### config.mk
export PLATFORM = sky130hd
export DESIGN_NAME = osd_mam_flat
export DESIGN_NICKNAME = d
export VERILOG_FILES = /design/src/mam_pkg.sv /design/src/dii_if.sv /design/src/osd_mam.sv /design/src/osd_regaccess.sv /design/src/flat_wrapper.sv
export SDC_FILE = /design/constraint.sdc
export NUM_CORES = 1
export LEC_CHECK = 0
export BUFFER_PORTS_ARGS = -buffer_cell sky130_fd_sc_hd__buf_4
export CAP_MARGIN = 25
export CORE_MARGIN = 5
export CORE_UTILIZATION = 50
export CTS_CLUSTER_SIZE = 16
export DETAILED_ROUTE_END_ITERATION = 7
export PLACE_DENSITY = 0.72
export SLEW_MARGIN = 20
export SYNTH_ARGS = -nofsm -noshare
export SYNTH_HDL_FRONTEND = slang
export SYNTH_SLANG_ARGS = --single-unit
### constraint.sdc
create_clock -name clk -period 5.8 [get_ports clk]
set_input_delay 0.29 -clock clk [delete_from_list [all_inputs] [get_ports clk]]
set_output_delay 0.29 -clock clk [all_outputs]
set_load 0.01 [all_outputs]
### src/mam_pkg.sv
package mam_pkg;

   localparam int DATA_WIDTH  = 32;
   localparam int ADDR_WIDTH  = 32;
   localparam int DATA_WORDS  = DATA_WIDTH / 16;  // Flits per beat
   localparam int ADDR_WORDS  = ADDR_WIDTH / 16;  // Flits per address
   localparam int HDR_WORDS   = 3;                // Dest, src, flags
   localparam int MAX_PKT_LEN = 8;                // Including header
   localparam int MEM_WORDS   = 256;
   localparam int MEM_IDX_W   = $clog2(MEM_WORDS);
   localparam int BEAT_SHIFT  = $clog2(DATA_WIDTH / 8);

   localparam logic [63:0] BASE_ADDR   = 64'h0;
   localparam logic [63:0] MEM_SIZE    = 64'd1024;  // Bytes
   localparam logic [15:0] MOD_ID      = 16'h0003;
   localparam logic [15:0] MOD_VERSION = 16'h0000;

   // Packet type in flags bits 15:13
   typedef enum logic [2:0] {
      PKT_REG_READ,
      PKT_REG_WRITE,
      PKT_REG_RESP,
      PKT_REG_ERR,
      PKT_EVENT
   } pkt_type_e;

   typedef enum logic [15:0] {
      REG_MOD_ID      = 16'h0000,
      REG_MOD_VERSION = 16'h0001,
      REG_DATA_WIDTH  = 16'h0200,
      REG_ADDR_WIDTH  = 16'h0201,
      REG_BASE_ADDR_0 = 16'h0202,
      REG_BASE_ADDR_1 = 16'h0203,
      REG_BASE_ADDR_2 = 16'h0204,
      REG_BASE_ADDR_3 = 16'h0205,
      REG_MEM_SIZE_0  = 16'h0206,
      REG_MEM_SIZE_1  = 16'h0207,
      REG_MEM_SIZE_2  = 16'h0208,
      REG_MEM_SIZE_3  = 16'h0209
   } reg_addr_e;

   typedef enum logic [3:0] {
      MAM_IDLE,
      MAM_CMD,
      MAM_ADDR,
      MAM_REQ,
      MAM_WR_HDR,
      MAM_WR_DATA,
      MAM_WR_BEAT,
      MAM_RD_HDR,
      MAM_RD_DATA
   } mam_state_e;

   typedef enum logic [2:0] {
      RA_HDR,
      RA_REG,
      RA_RESP,
      RA_FWD_HDR,
      RA_FWD
   } ra_state_e;

   typedef enum logic [1:0] {
      MEM_IDLE,
      MEM_WRITE,
      MEM_READ
   } mem_state_e;

endpackage

### src/dii_if.sv
`timescale 1ns/1ps

interface dii_if;

   logic [15:0] data;
   logic        last;
   logic        valid;
   logic        ready;

   modport sender (
      output data, last, valid,
      input  ready
   );

   modport receiver (
      input  data, last, valid,
      output ready
   );

endinterface

### src/osd_mam.sv
`timescale 1ns/1ps

module osd_mam import mam_pkg::*; (
   input  logic                  clk,
   input  logic                  rst,
   input  logic [15:0]           id,
   dii_if.receiver               dp_in,
   dii_if.sender                 dp_out,
   output logic                  req_valid,
   input  logic                  req_ready,
   output logic                  req_rw,       // 1 for write
   output logic [ADDR_WIDTH-1:0] req_addr,
   output logic [13:0]           req_beats,
   output logic                  write_valid,
   output logic [DATA_WIDTH-1:0] write_data,
   input  logic                  write_ready,
   input  logic                  read_valid,
   input  logic [DATA_WIDTH-1:0] read_data,
   output logic                  read_ready
);

   logic [15:0] reg_addr;
   logic [15:0] reg_rdata;
   logic        reg_err;

   dii_if mod_in ();
   dii_if mod_out ();

   osd_regaccess u_regaccess (
      .clk       (clk),
      .rst       (rst),
      .id        (id),
      .debug_in  (dp_in),
      .debug_out (dp_out),
      .mod_out   (mod_in),
      .mod_in    (mod_out),
      .reg_addr  (reg_addr),
      .reg_rdata (reg_rdata),
      .reg_err   (reg_err)
   );

   always_comb begin
      reg_err   = 1'b0;
      reg_rdata = 16'h0;
      case (reg_addr)
         REG_DATA_WIDTH:  reg_rdata = 16'(DATA_WIDTH);
         REG_ADDR_WIDTH:  reg_rdata = 16'(ADDR_WIDTH);
         REG_BASE_ADDR_0: reg_rdata = BASE_ADDR[15:0];
         REG_BASE_ADDR_1: reg_rdata = BASE_ADDR[31:16];
         REG_BASE_ADDR_2: reg_rdata = BASE_ADDR[47:32];
         REG_BASE_ADDR_3: reg_rdata = BASE_ADDR[63:48];
         REG_MEM_SIZE_0:  reg_rdata = MEM_SIZE[15:0];
         REG_MEM_SIZE_1:  reg_rdata = MEM_SIZE[31:16];
         REG_MEM_SIZE_2:  reg_rdata = MEM_SIZE[47:32];
         REG_MEM_SIZE_3:  reg_rdata = MEM_SIZE[63:48];
         default:         reg_err = 1'b1;
      endcase
   end

   mam_state_e                      state;
   logic [$clog2(MAX_PKT_LEN+1)-1:0] cnt;   // Header, address or packet words
   logic [$clog2(DATA_WORDS)-1:0]    wcnt;  // Flit within beat
   logic                             in_packet;
   logic [15:0]                      src_q;
   logic [DATA_WIDTH-1:0]            rd_buf;
   logic                             rd_full;
   logic [15:0]                      hdr_word;
   logic                             pkt_end;

   assign mod_in.ready = state inside {MAM_IDLE, MAM_CMD, MAM_ADDR, MAM_WR_HDR, MAM_WR_DATA};
   assign req_valid    = (state == MAM_REQ);
   assign write_valid  = (state == MAM_WR_BEAT);
   assign read_ready   = (state == MAM_RD_HDR || state == MAM_RD_DATA) && !rd_full;

   // Close the packet on the final beat or when another beat will not fit
   assign pkt_end = (wcnt == DATA_WORDS - 1) &&
                    ((req_beats == 14'd1) || (cnt + 1 + DATA_WORDS > MAX_PKT_LEN));

   assign hdr_word = (cnt == 0) ? src_q :
                     (cnt == 1) ? id : {PKT_EVENT, 13'h0};

   assign mod_out.valid = (state == MAM_RD_HDR) || (state == MAM_RD_DATA && rd_full);
   assign mod_out.data  = (state == MAM_RD_HDR) ? hdr_word :
                          rd_buf[(DATA_WORDS - 1 - wcnt) * 16 +: 16];  // High half first
   assign mod_out.last  = (state == MAM_RD_DATA) && pkt_end;

   always_ff @(posedge clk) begin
      if (rst) begin
         state     <= MAM_IDLE;
         cnt       <= '0;
         wcnt      <= '0;
         in_packet <= 1'b0;
         rd_full   <= 1'b0;
      end else begin
         if (read_valid && read_ready) begin
            rd_buf  <= read_data;
            rd_full <= 1'b1;
         end
         case (state)
            MAM_IDLE: begin
               if (mod_in.valid) begin
                  cnt <= cnt + 1'b1;
                  if (cnt == 1) begin
                     src_q <= mod_in.data;  // Reply destination
                  end
                  if (cnt == HDR_WORDS - 1) begin
                     cnt   <= '0;
                     state <= MAM_CMD;
                  end
               end
            end
            MAM_CMD: begin
               if (mod_in.valid) begin
                  req_rw    <= mod_in.data[15];
                  req_beats <= mod_in.data[13:0];  // Burst bit implied by count
                  state     <= MAM_ADDR;
               end
            end
            MAM_ADDR: begin
               if (mod_in.valid) begin
                  req_addr[(ADDR_WORDS - 1 - cnt) * 16 +: 16] <= mod_in.data;
                  cnt <= cnt + 1'b1;
                  if (cnt == ADDR_WORDS - 1) begin
                     cnt   <= '0;
                     state <= MAM_REQ;
                  end
               end
            end
            MAM_REQ: begin
               if (req_ready) begin
                  in_packet <= 1'b0;
                  state     <= req_rw ? MAM_WR_HDR : MAM_RD_HDR;
               end
            end
            MAM_WR_HDR: begin
               if (mod_in.valid) begin
                  cnt <= cnt + 1'b1;
                  if (cnt == HDR_WORDS - 1) begin
                     cnt   <= '0;
                     state <= MAM_WR_DATA;
                  end
               end
            end
            MAM_WR_DATA: begin
               if (mod_in.valid) begin
                  write_data[(DATA_WORDS - 1 - wcnt) * 16 +: 16] <= mod_in.data;
                  wcnt <= wcnt + 1'b1;
                  if (wcnt == DATA_WORDS - 1) begin
                     wcnt      <= '0;
                     in_packet <= !mod_in.last;
                     state     <= MAM_WR_BEAT;
                  end
               end
            end
            MAM_WR_BEAT: begin
               if (write_ready) begin
                  req_beats <= req_beats - 14'd1;
                  if (req_beats == 14'd1) begin
                     state <= MAM_IDLE;
                  end else begin
                     state <= in_packet ? MAM_WR_DATA : MAM_WR_HDR;
                  end
               end
            end
            MAM_RD_HDR: begin
               if (mod_out.ready) begin
                  cnt <= cnt + 1'b1;
                  if (cnt == HDR_WORDS - 1) begin
                     state <= MAM_RD_DATA;
                  end
               end
            end
            MAM_RD_DATA: begin
               if (mod_out.valid && mod_out.ready) begin
                  cnt  <= cnt + 1'b1;
                  wcnt <= wcnt + 1'b1;
                  if (wcnt == DATA_WORDS - 1) begin
                     wcnt      <= '0;
                     rd_full   <= 1'b0;
                     req_beats <= req_beats - 14'd1;
                     if (req_beats == 14'd1) begin
                        cnt   <= '0;
                        state <= MAM_IDLE;
                     end else if (pkt_end) begin
                        cnt   <= '0;
                        state <= MAM_RD_HDR;
                     end
                  end
               end
            end
            default: state <= MAM_IDLE;
         endcase
      end
   end

   assert property (@(posedge clk) disable iff (rst) req_valid |-> req_beats != 14'd0);

endmodule

### src/osd_regaccess.sv
`timescale 1ns/1ps

module osd_regaccess import mam_pkg::*; (
   input  logic        clk,
   input  logic        rst,
   input  logic [15:0] id,
   dii_if.receiver     debug_in,
   dii_if.sender       debug_out,
   dii_if.sender       mod_out,
   dii_if.receiver     mod_in,
   output logic [15:0] reg_addr,
   input  logic [15:0] reg_rdata,
   input  logic        reg_err
);

   ra_state_e   state;
   logic [15:0] hdr [HDR_WORDS];
   logic [1:0]  cnt;
   logic [15:0] addr_q;
   logic        is_write;
   pkt_type_e   in_type;

   logic [15:0] reg_val;
   logic        resp_err;
   pkt_type_e   resp_type;
   logic [15:0] resp_data;
   logic        resp_last;
   logic        resp_valid;

   logic        sel_mod;
   logic        sel_q;
   logic        lock;
   logic        out_xfer;

   assign in_type  = pkt_type_e'(debug_in.data[15:13]);
   assign reg_addr = addr_q;

   assign debug_in.ready = (state == RA_HDR) || (state == RA_REG) ||
                           (state == RA_FWD && mod_out.ready);

   // Header replay, then straight pass-through
   assign mod_out.valid = (state == RA_FWD_HDR) || (state == RA_FWD && debug_in.valid);
   assign mod_out.data  = (state == RA_FWD_HDR) ? hdr[cnt] : debug_in.data;
   assign mod_out.last  = (state == RA_FWD) && debug_in.last;

   always_comb begin
      resp_err = is_write;
      reg_val  = reg_rdata;
      case (addr_q)
         REG_MOD_ID:      reg_val = MOD_ID;
         REG_MOD_VERSION: reg_val = MOD_VERSION;
         default:         resp_err = is_write || reg_err;
      endcase
      resp_type = resp_err ? PKT_REG_ERR : PKT_REG_RESP;
      case (cnt)
         2'd0:    resp_data = hdr[1];  // Back to requester
         2'd1:    resp_data = id;
         2'd2:    resp_data = {resp_type, 13'h0};
         default: resp_data = reg_val;
      endcase
      resp_last = (cnt == 2'd3) || (resp_err && cnt == 2'd2);
   end

   assign resp_valid = (state == RA_RESP);

   // Packet-level merge, responses first
   assign sel_mod         = lock ? sel_q : !resp_valid;
   assign debug_out.valid = sel_mod ? mod_in.valid : resp_valid;
   assign debug_out.data  = sel_mod ? mod_in.data : resp_data;
   assign debug_out.last  = sel_mod ? mod_in.last : resp_last;
   assign mod_in.ready    = sel_mod && debug_out.ready;
   assign out_xfer        = debug_out.valid && debug_out.ready;

   always_ff @(posedge clk) begin
      if (rst) begin
         lock  <= 1'b0;
         sel_q <= 1'b0;
      end else begin
         if (!lock) begin
            sel_q <= sel_mod;
         end
         if (out_xfer && debug_out.last) begin
            lock <= 1'b0;
         end else if (debug_out.valid) begin
            lock <= 1'b1;  // Hold source once a word is offered
         end
      end
   end

   always_ff @(posedge clk) begin
      if (rst) begin
         state <= RA_HDR;
         cnt   <= 2'd0;
      end else begin
         case (state)
            RA_HDR: begin
               if (debug_in.valid) begin
                  hdr[cnt] <= debug_in.data;
                  cnt      <= cnt + 2'd1;
                  if (cnt == 2'(HDR_WORDS - 1)) begin
                     cnt <= 2'd0;
                     if (in_type == PKT_REG_READ || in_type == PKT_REG_WRITE) begin
                        is_write <= (in_type == PKT_REG_WRITE);
                        state    <= RA_REG;
                     end else begin
                        state <= RA_FWD_HDR;
                     end
                  end
               end
            end
            RA_REG: begin
               if (debug_in.valid) begin
                  if (cnt == 2'd0) begin
                     addr_q <= debug_in.data;  // First payload word
                  end
                  cnt <= 2'd1;
                  if (debug_in.last) begin
                     cnt   <= 2'd0;
                     state <= RA_RESP;
                  end
               end
            end
            RA_RESP: begin
               if (out_xfer && !sel_mod) begin
                  cnt <= cnt + 2'd1;
                  if (resp_last) begin
                     cnt   <= 2'd0;
                     state <= RA_HDR;
                  end
               end
            end
            RA_FWD_HDR: begin
               if (mod_out.ready) begin
                  cnt <= cnt + 2'd1;
                  if (cnt == 2'(HDR_WORDS - 1)) begin
                     cnt   <= 2'd0;
                     state <= RA_FWD;
                  end
               end
            end
            RA_FWD: begin
               if (debug_in.valid && mod_out.ready && debug_in.last) begin
                  state <= RA_HDR;
               end
            end
            default: state <= RA_HDR;
         endcase
      end
   end

   assert property (@(posedge clk) disable iff (rst)
      debug_out.valid && !debug_out.ready |=> debug_out.valid && $stable(debug_out.data));

endmodule

### src/flat_wrapper.sv
// flat-port wrapper written by rule: the top's interface ports become plain ports
module osd_mam_flat import mam_pkg::*;
  (clk, rst, id, req_valid, req_ready, req_rw, req_addr, req_beats, write_valid, write_data, write_ready, read_valid, read_data, read_ready, dp_in_data, dp_in_last, dp_in_valid, dp_in_ready, dp_out_data, dp_out_last, dp_out_valid, dp_out_ready);
  dii_if dp_in_i ();
  dii_if dp_out_i ();
  input  logic clk;
  input  logic rst;
  input  logic [15:0] id;
  output logic req_valid;
  input  logic req_ready;
  output logic req_rw;
  output logic [ADDR_WIDTH-1:0] req_addr;
  output logic [13:0] req_beats;
  output logic write_valid;
  output logic [DATA_WIDTH-1:0] write_data;
  input  logic write_ready;
  input  logic read_valid;
  input  logic [DATA_WIDTH-1:0] read_data;
  output logic read_ready;
  input wire logic [$bits(dp_in_i.data)-1:0] dp_in_data;
  input wire logic [$bits(dp_in_i.last)-1:0] dp_in_last;
  input wire logic [$bits(dp_in_i.valid)-1:0] dp_in_valid;
  output wire logic [$bits(dp_in_i.ready)-1:0] dp_in_ready;
  output wire logic [$bits(dp_out_i.data)-1:0] dp_out_data;
  output wire logic [$bits(dp_out_i.last)-1:0] dp_out_last;
  output wire logic [$bits(dp_out_i.valid)-1:0] dp_out_valid;
  input wire logic [$bits(dp_out_i.ready)-1:0] dp_out_ready;
  assign dp_in_i.data = dp_in_data;
  assign dp_in_i.last = dp_in_last;
  assign dp_in_i.valid = dp_in_valid;
  assign dp_in_ready = dp_in_i.ready;
  assign dp_out_data = dp_out_i.data;
  assign dp_out_last = dp_out_i.last;
  assign dp_out_valid = dp_out_i.valid;
  assign dp_out_i.ready = dp_out_ready;
  osd_mam u_core (.clk(clk), .rst(rst), .id(id), .dp_in(dp_in_i), .dp_out(dp_out_i), .req_valid(req_valid), .req_ready(req_ready), .req_rw(req_rw), .req_addr(req_addr), .req_beats(req_beats), .write_valid(write_valid), .write_data(write_data), .write_ready(write_ready), .read_valid(read_valid), .read_data(read_data), .read_ready(read_ready));
endmodule
==> run summary <==
Yosys Warn Count = 0
Xor and xnor area share after synthesis = 0.0149
Total power per unit cell area = 312 nW/um^2
Global route overflow = 0
Drt drc = 0
Clock skew = 12.7 ps
First-pass GRT wire length = 43000 um
Initial antenna violation count = 0
Initial Utilization = 0.511
Number of flops mapped to enable cells by yosys = 192
Core area = 19600 um^2
Cell family contributing the most delay on the critical path = simple AND/OR/NAND/NOR gates
RSZ-0062 raised after global routing = false
Setup Buffers After CTS = 0
Cell Area, Placed = 11500 um^2
Input/output buffers = 172
Antenna-violating nets left = 0
Post-synthesis mux area share = 0.0360
Register area share after synthesis = 0.616
Post-synth cell types = 72
Critical path required time = 6010 ps
Final Instance Area = 12800 um^2
Wirelength per Cell = 21.0 um
Crit path cell chain = inv_1, ha_1, ha_1, nor3b_1, nand2_1, ha_1, or4b_2, nor3_1, nand3_1, o31ai_1, nand4_1, nor2_1, buf_4
Pleak = 0.00491 uW
Die ar. = 23000 um^2
Relative max-transition margin = 0.303
Yosys top cell area share = 0.576
CP Max Fanout = 16
Maximum buffer depth of the clock tree = 3
Crit Path Class = flip-flop to flip-flop
Fin. Hold Viols = 0
Flops & latches, synth = 212
Std cell rows = 51
DR iter-0 viols = 902
Height of the die = 152 um
Worst skew pair latency = 510 ps
Final min period = 3790 ps
Vias in the first global route = 7494
Synth top area cells = edfxtp_1 58%, nor2_1 6.1%, dfxtp_1 4.0%
Total design power = 3980 uW
Mapped Area = 10000 um^2
CP Capture Type = flip-flop
Synthesized Nets = 976
Syn Area/Cell = 11.4 um^2
Largest net degree at the start of global routing = 39
Adder-cell share of the synthesized area = 0.0297
Worst slew pin tran = 1050 ps
Final period util = 0.653
Buffers & Inverters on Critical Path = 2
Post-synth ARST share = 0
Total Neg Setup Slack = 0 ps
Drt pass-1 iters = 5
Max stage delay on crit path = 580 ps
Final Setup Violations = 0
CP Launch Type = flip-flop
Worst-path clk slew = 60 ps
Hold Path Class = input pin to flip-flop
Slowest cell on crit path = or4b_2
Num CTS Buffers = 23
Sink Count = 212
Ant. Diodes = 0
Vias per inst = 5.72
Worst IR Drop VDD = 0.280 mV
H-tree levels = 1
GRT Util Overall = 0.248
Area leader, netlist = edfxtp_1
Synth Instances = 881
Max-cap viol count = 0
CTS root buffer = clkbuf_16
HPWL after DPL = 19400 um
Synth Area in Compound Gates = 0.113
Max Slew Vio Count = 0
Layout Utilization = 0.651
Critical Path Most Common Cell = ha_1
Die width = 152 um
Most common flop cell mapped by yosys = edfxtp_1
Peak Freq = 0.264 GHz
Area Overhead vs Synth = 27.4%
Gpl congestion = 0.864
Share of layout cells above drive strength 1 = 0.223
Crit path DAT = 3990 ps
Status = finished, final reports clean
Largest family of logic cells by synthesized area = simple AND/OR/NAND/NOR gates
Simple-gate area share of the yosys netlist = 0.153
Via count = 7841
Final nets = 1186
Routed Wire Length = 28900 um
CTS tree = done
Io pins = 173
state kept, by name, indices dropped and copies added, names as in the netlist, named ones only:
| register | count |
|---|---|
| u_core.cnt | 4 |
| u_core.in_packet | 1 |
| u_core.rd_buf | 32 |
| u_core.rd_full | 1 |
| u_core.req_addr | 32 |
| u_core.req_beats | 14 |
| u_core.req_rw | 1 |
| u_core.src_q | 16 |
| u_core.state | 4 |
| u_core.u_regaccess.cnt | 2 |
| u_core.u_regaccess.hdr | 48 |
| u_core.u_regaccess.is_write | 1 |
| u_core.u_regaccess.lock | 1 |
| u_core.u_regaccess.reg_addr | 16 |
| u_core.u_regaccess.sel_q | 1 |
| u_core.u_regaccess.state | 3 |
| u_core.wcnt | 1 |
| u_core.write_data | 32 |
cell usage after synthesis (all sizes together), types with 16 or more instances:
cell    count
dfxtp      20
a22oi      17
edfxtp    192
clkbuf     35
buf        17
mux2i      36
nor3       17
nand2      58
a21oi      75
ha         23
inv        37
o21ai      25
nor2      163
nand3      16
layout make-up:
cell class                      instances  area, um^2
Multi-Input combinational cell        580        3500
Tap cell                              265         332
Fill cell                            1527        6840
Sequential cell                       212        6170
Clock buffer                           24         579
Inverter                               37         139
Clock inverter                         17         138
Timing Repair Buffer                  237        1900
cells by family after synthesis:
kind of cell / count (synthesis)
multiplexers: 36
adder cells (fa/ha/maj): 24
buffers and inverters: 89
AO/OA/AOI/OAI: 177
AND/OR/NAND/NOR: 326
XOR/XNOR: 17
flip-flops: 212
layout by cell type, fill, tap and decap left out, types with 9 or more instances in the layout:
cell,instances
o22ai_1,13
dlygate4sd3_1,47
nand2_1,58
a21oi_1,71
nand3_1,16
o21ai_0,23
buf_4,189
nor2_1,162
clkbuf_16,23
xor2_1,9
a22oi_1,17
inv_1,37
nor3_1,14
edfxtp_1,192
mux2i_1,36
dfxtp_1,19
ha_1,23
final timing paths:
path / from / end / slack, ps / cells after the start
worst min register to register: u_core.u_regaccess.cnt[1]$_SDFFE_PP0P_ / u_core.u_regaccess.cnt[1]$_SDFFE_PP0P_ / 570 / 2
worst max-delay path: u_core.cnt[2]$_SDFFE_PP0P_ / u_core.req_addr[26]$_DFFE_PP_ / 2010 / 13
worst max register to register: u_core.cnt[2]$_SDFFE_PP0P_ / u_core.req_addr[26]$_DFFE_PP_ / 2010 / 13
worst min-delay path: dp_in_data[14] / u_core.u_regaccess.reg_addr[14]$_DFFE_PP_ / 50 / 1
metrics by stage:
step | instances | hold slack, ps | worst slack (ps)
2_1_floorplan | 881 | 389 | 1920
3_3_place_gp | 1282 | 469 | 2110
3_5_place_dp | 1282 | 469 | 2020
4_1_cts | 1370 | 41.1 | 2010
5_1_grt | 1372 | 44.7 | 1710
6_report | 1372 | 49.4 | 2010
power by group:
group / internal [uW] / leakage, uW / switching (uW) / total, uW
combinational: 321 / 0.00260 / 463 / 784
sequential: 1740 / 0.00196 / 50.1 / 1790
clock: 813 / 0.000353 / 602 / 1410
total: 2870 / 0.00491 / 1110 / 3980
layer usage:
metal	part of all wire	global-route usage	up-vias	wire, um
met5	0	0	-	0
met4	0.032	0.0831	0	913
met3	0.076	0.0413	56	2200
met2	0.49	0.395	309	14100
met1	0.40	0.348	3845	11700
li1	-	-	3631	-
what timing repair did:
item                                   CTS  global route
hold buffers                            47             0
resized for setup                        0             0
endpoints found under the hold margin   86             0
(Power assumes the default switching activity.)
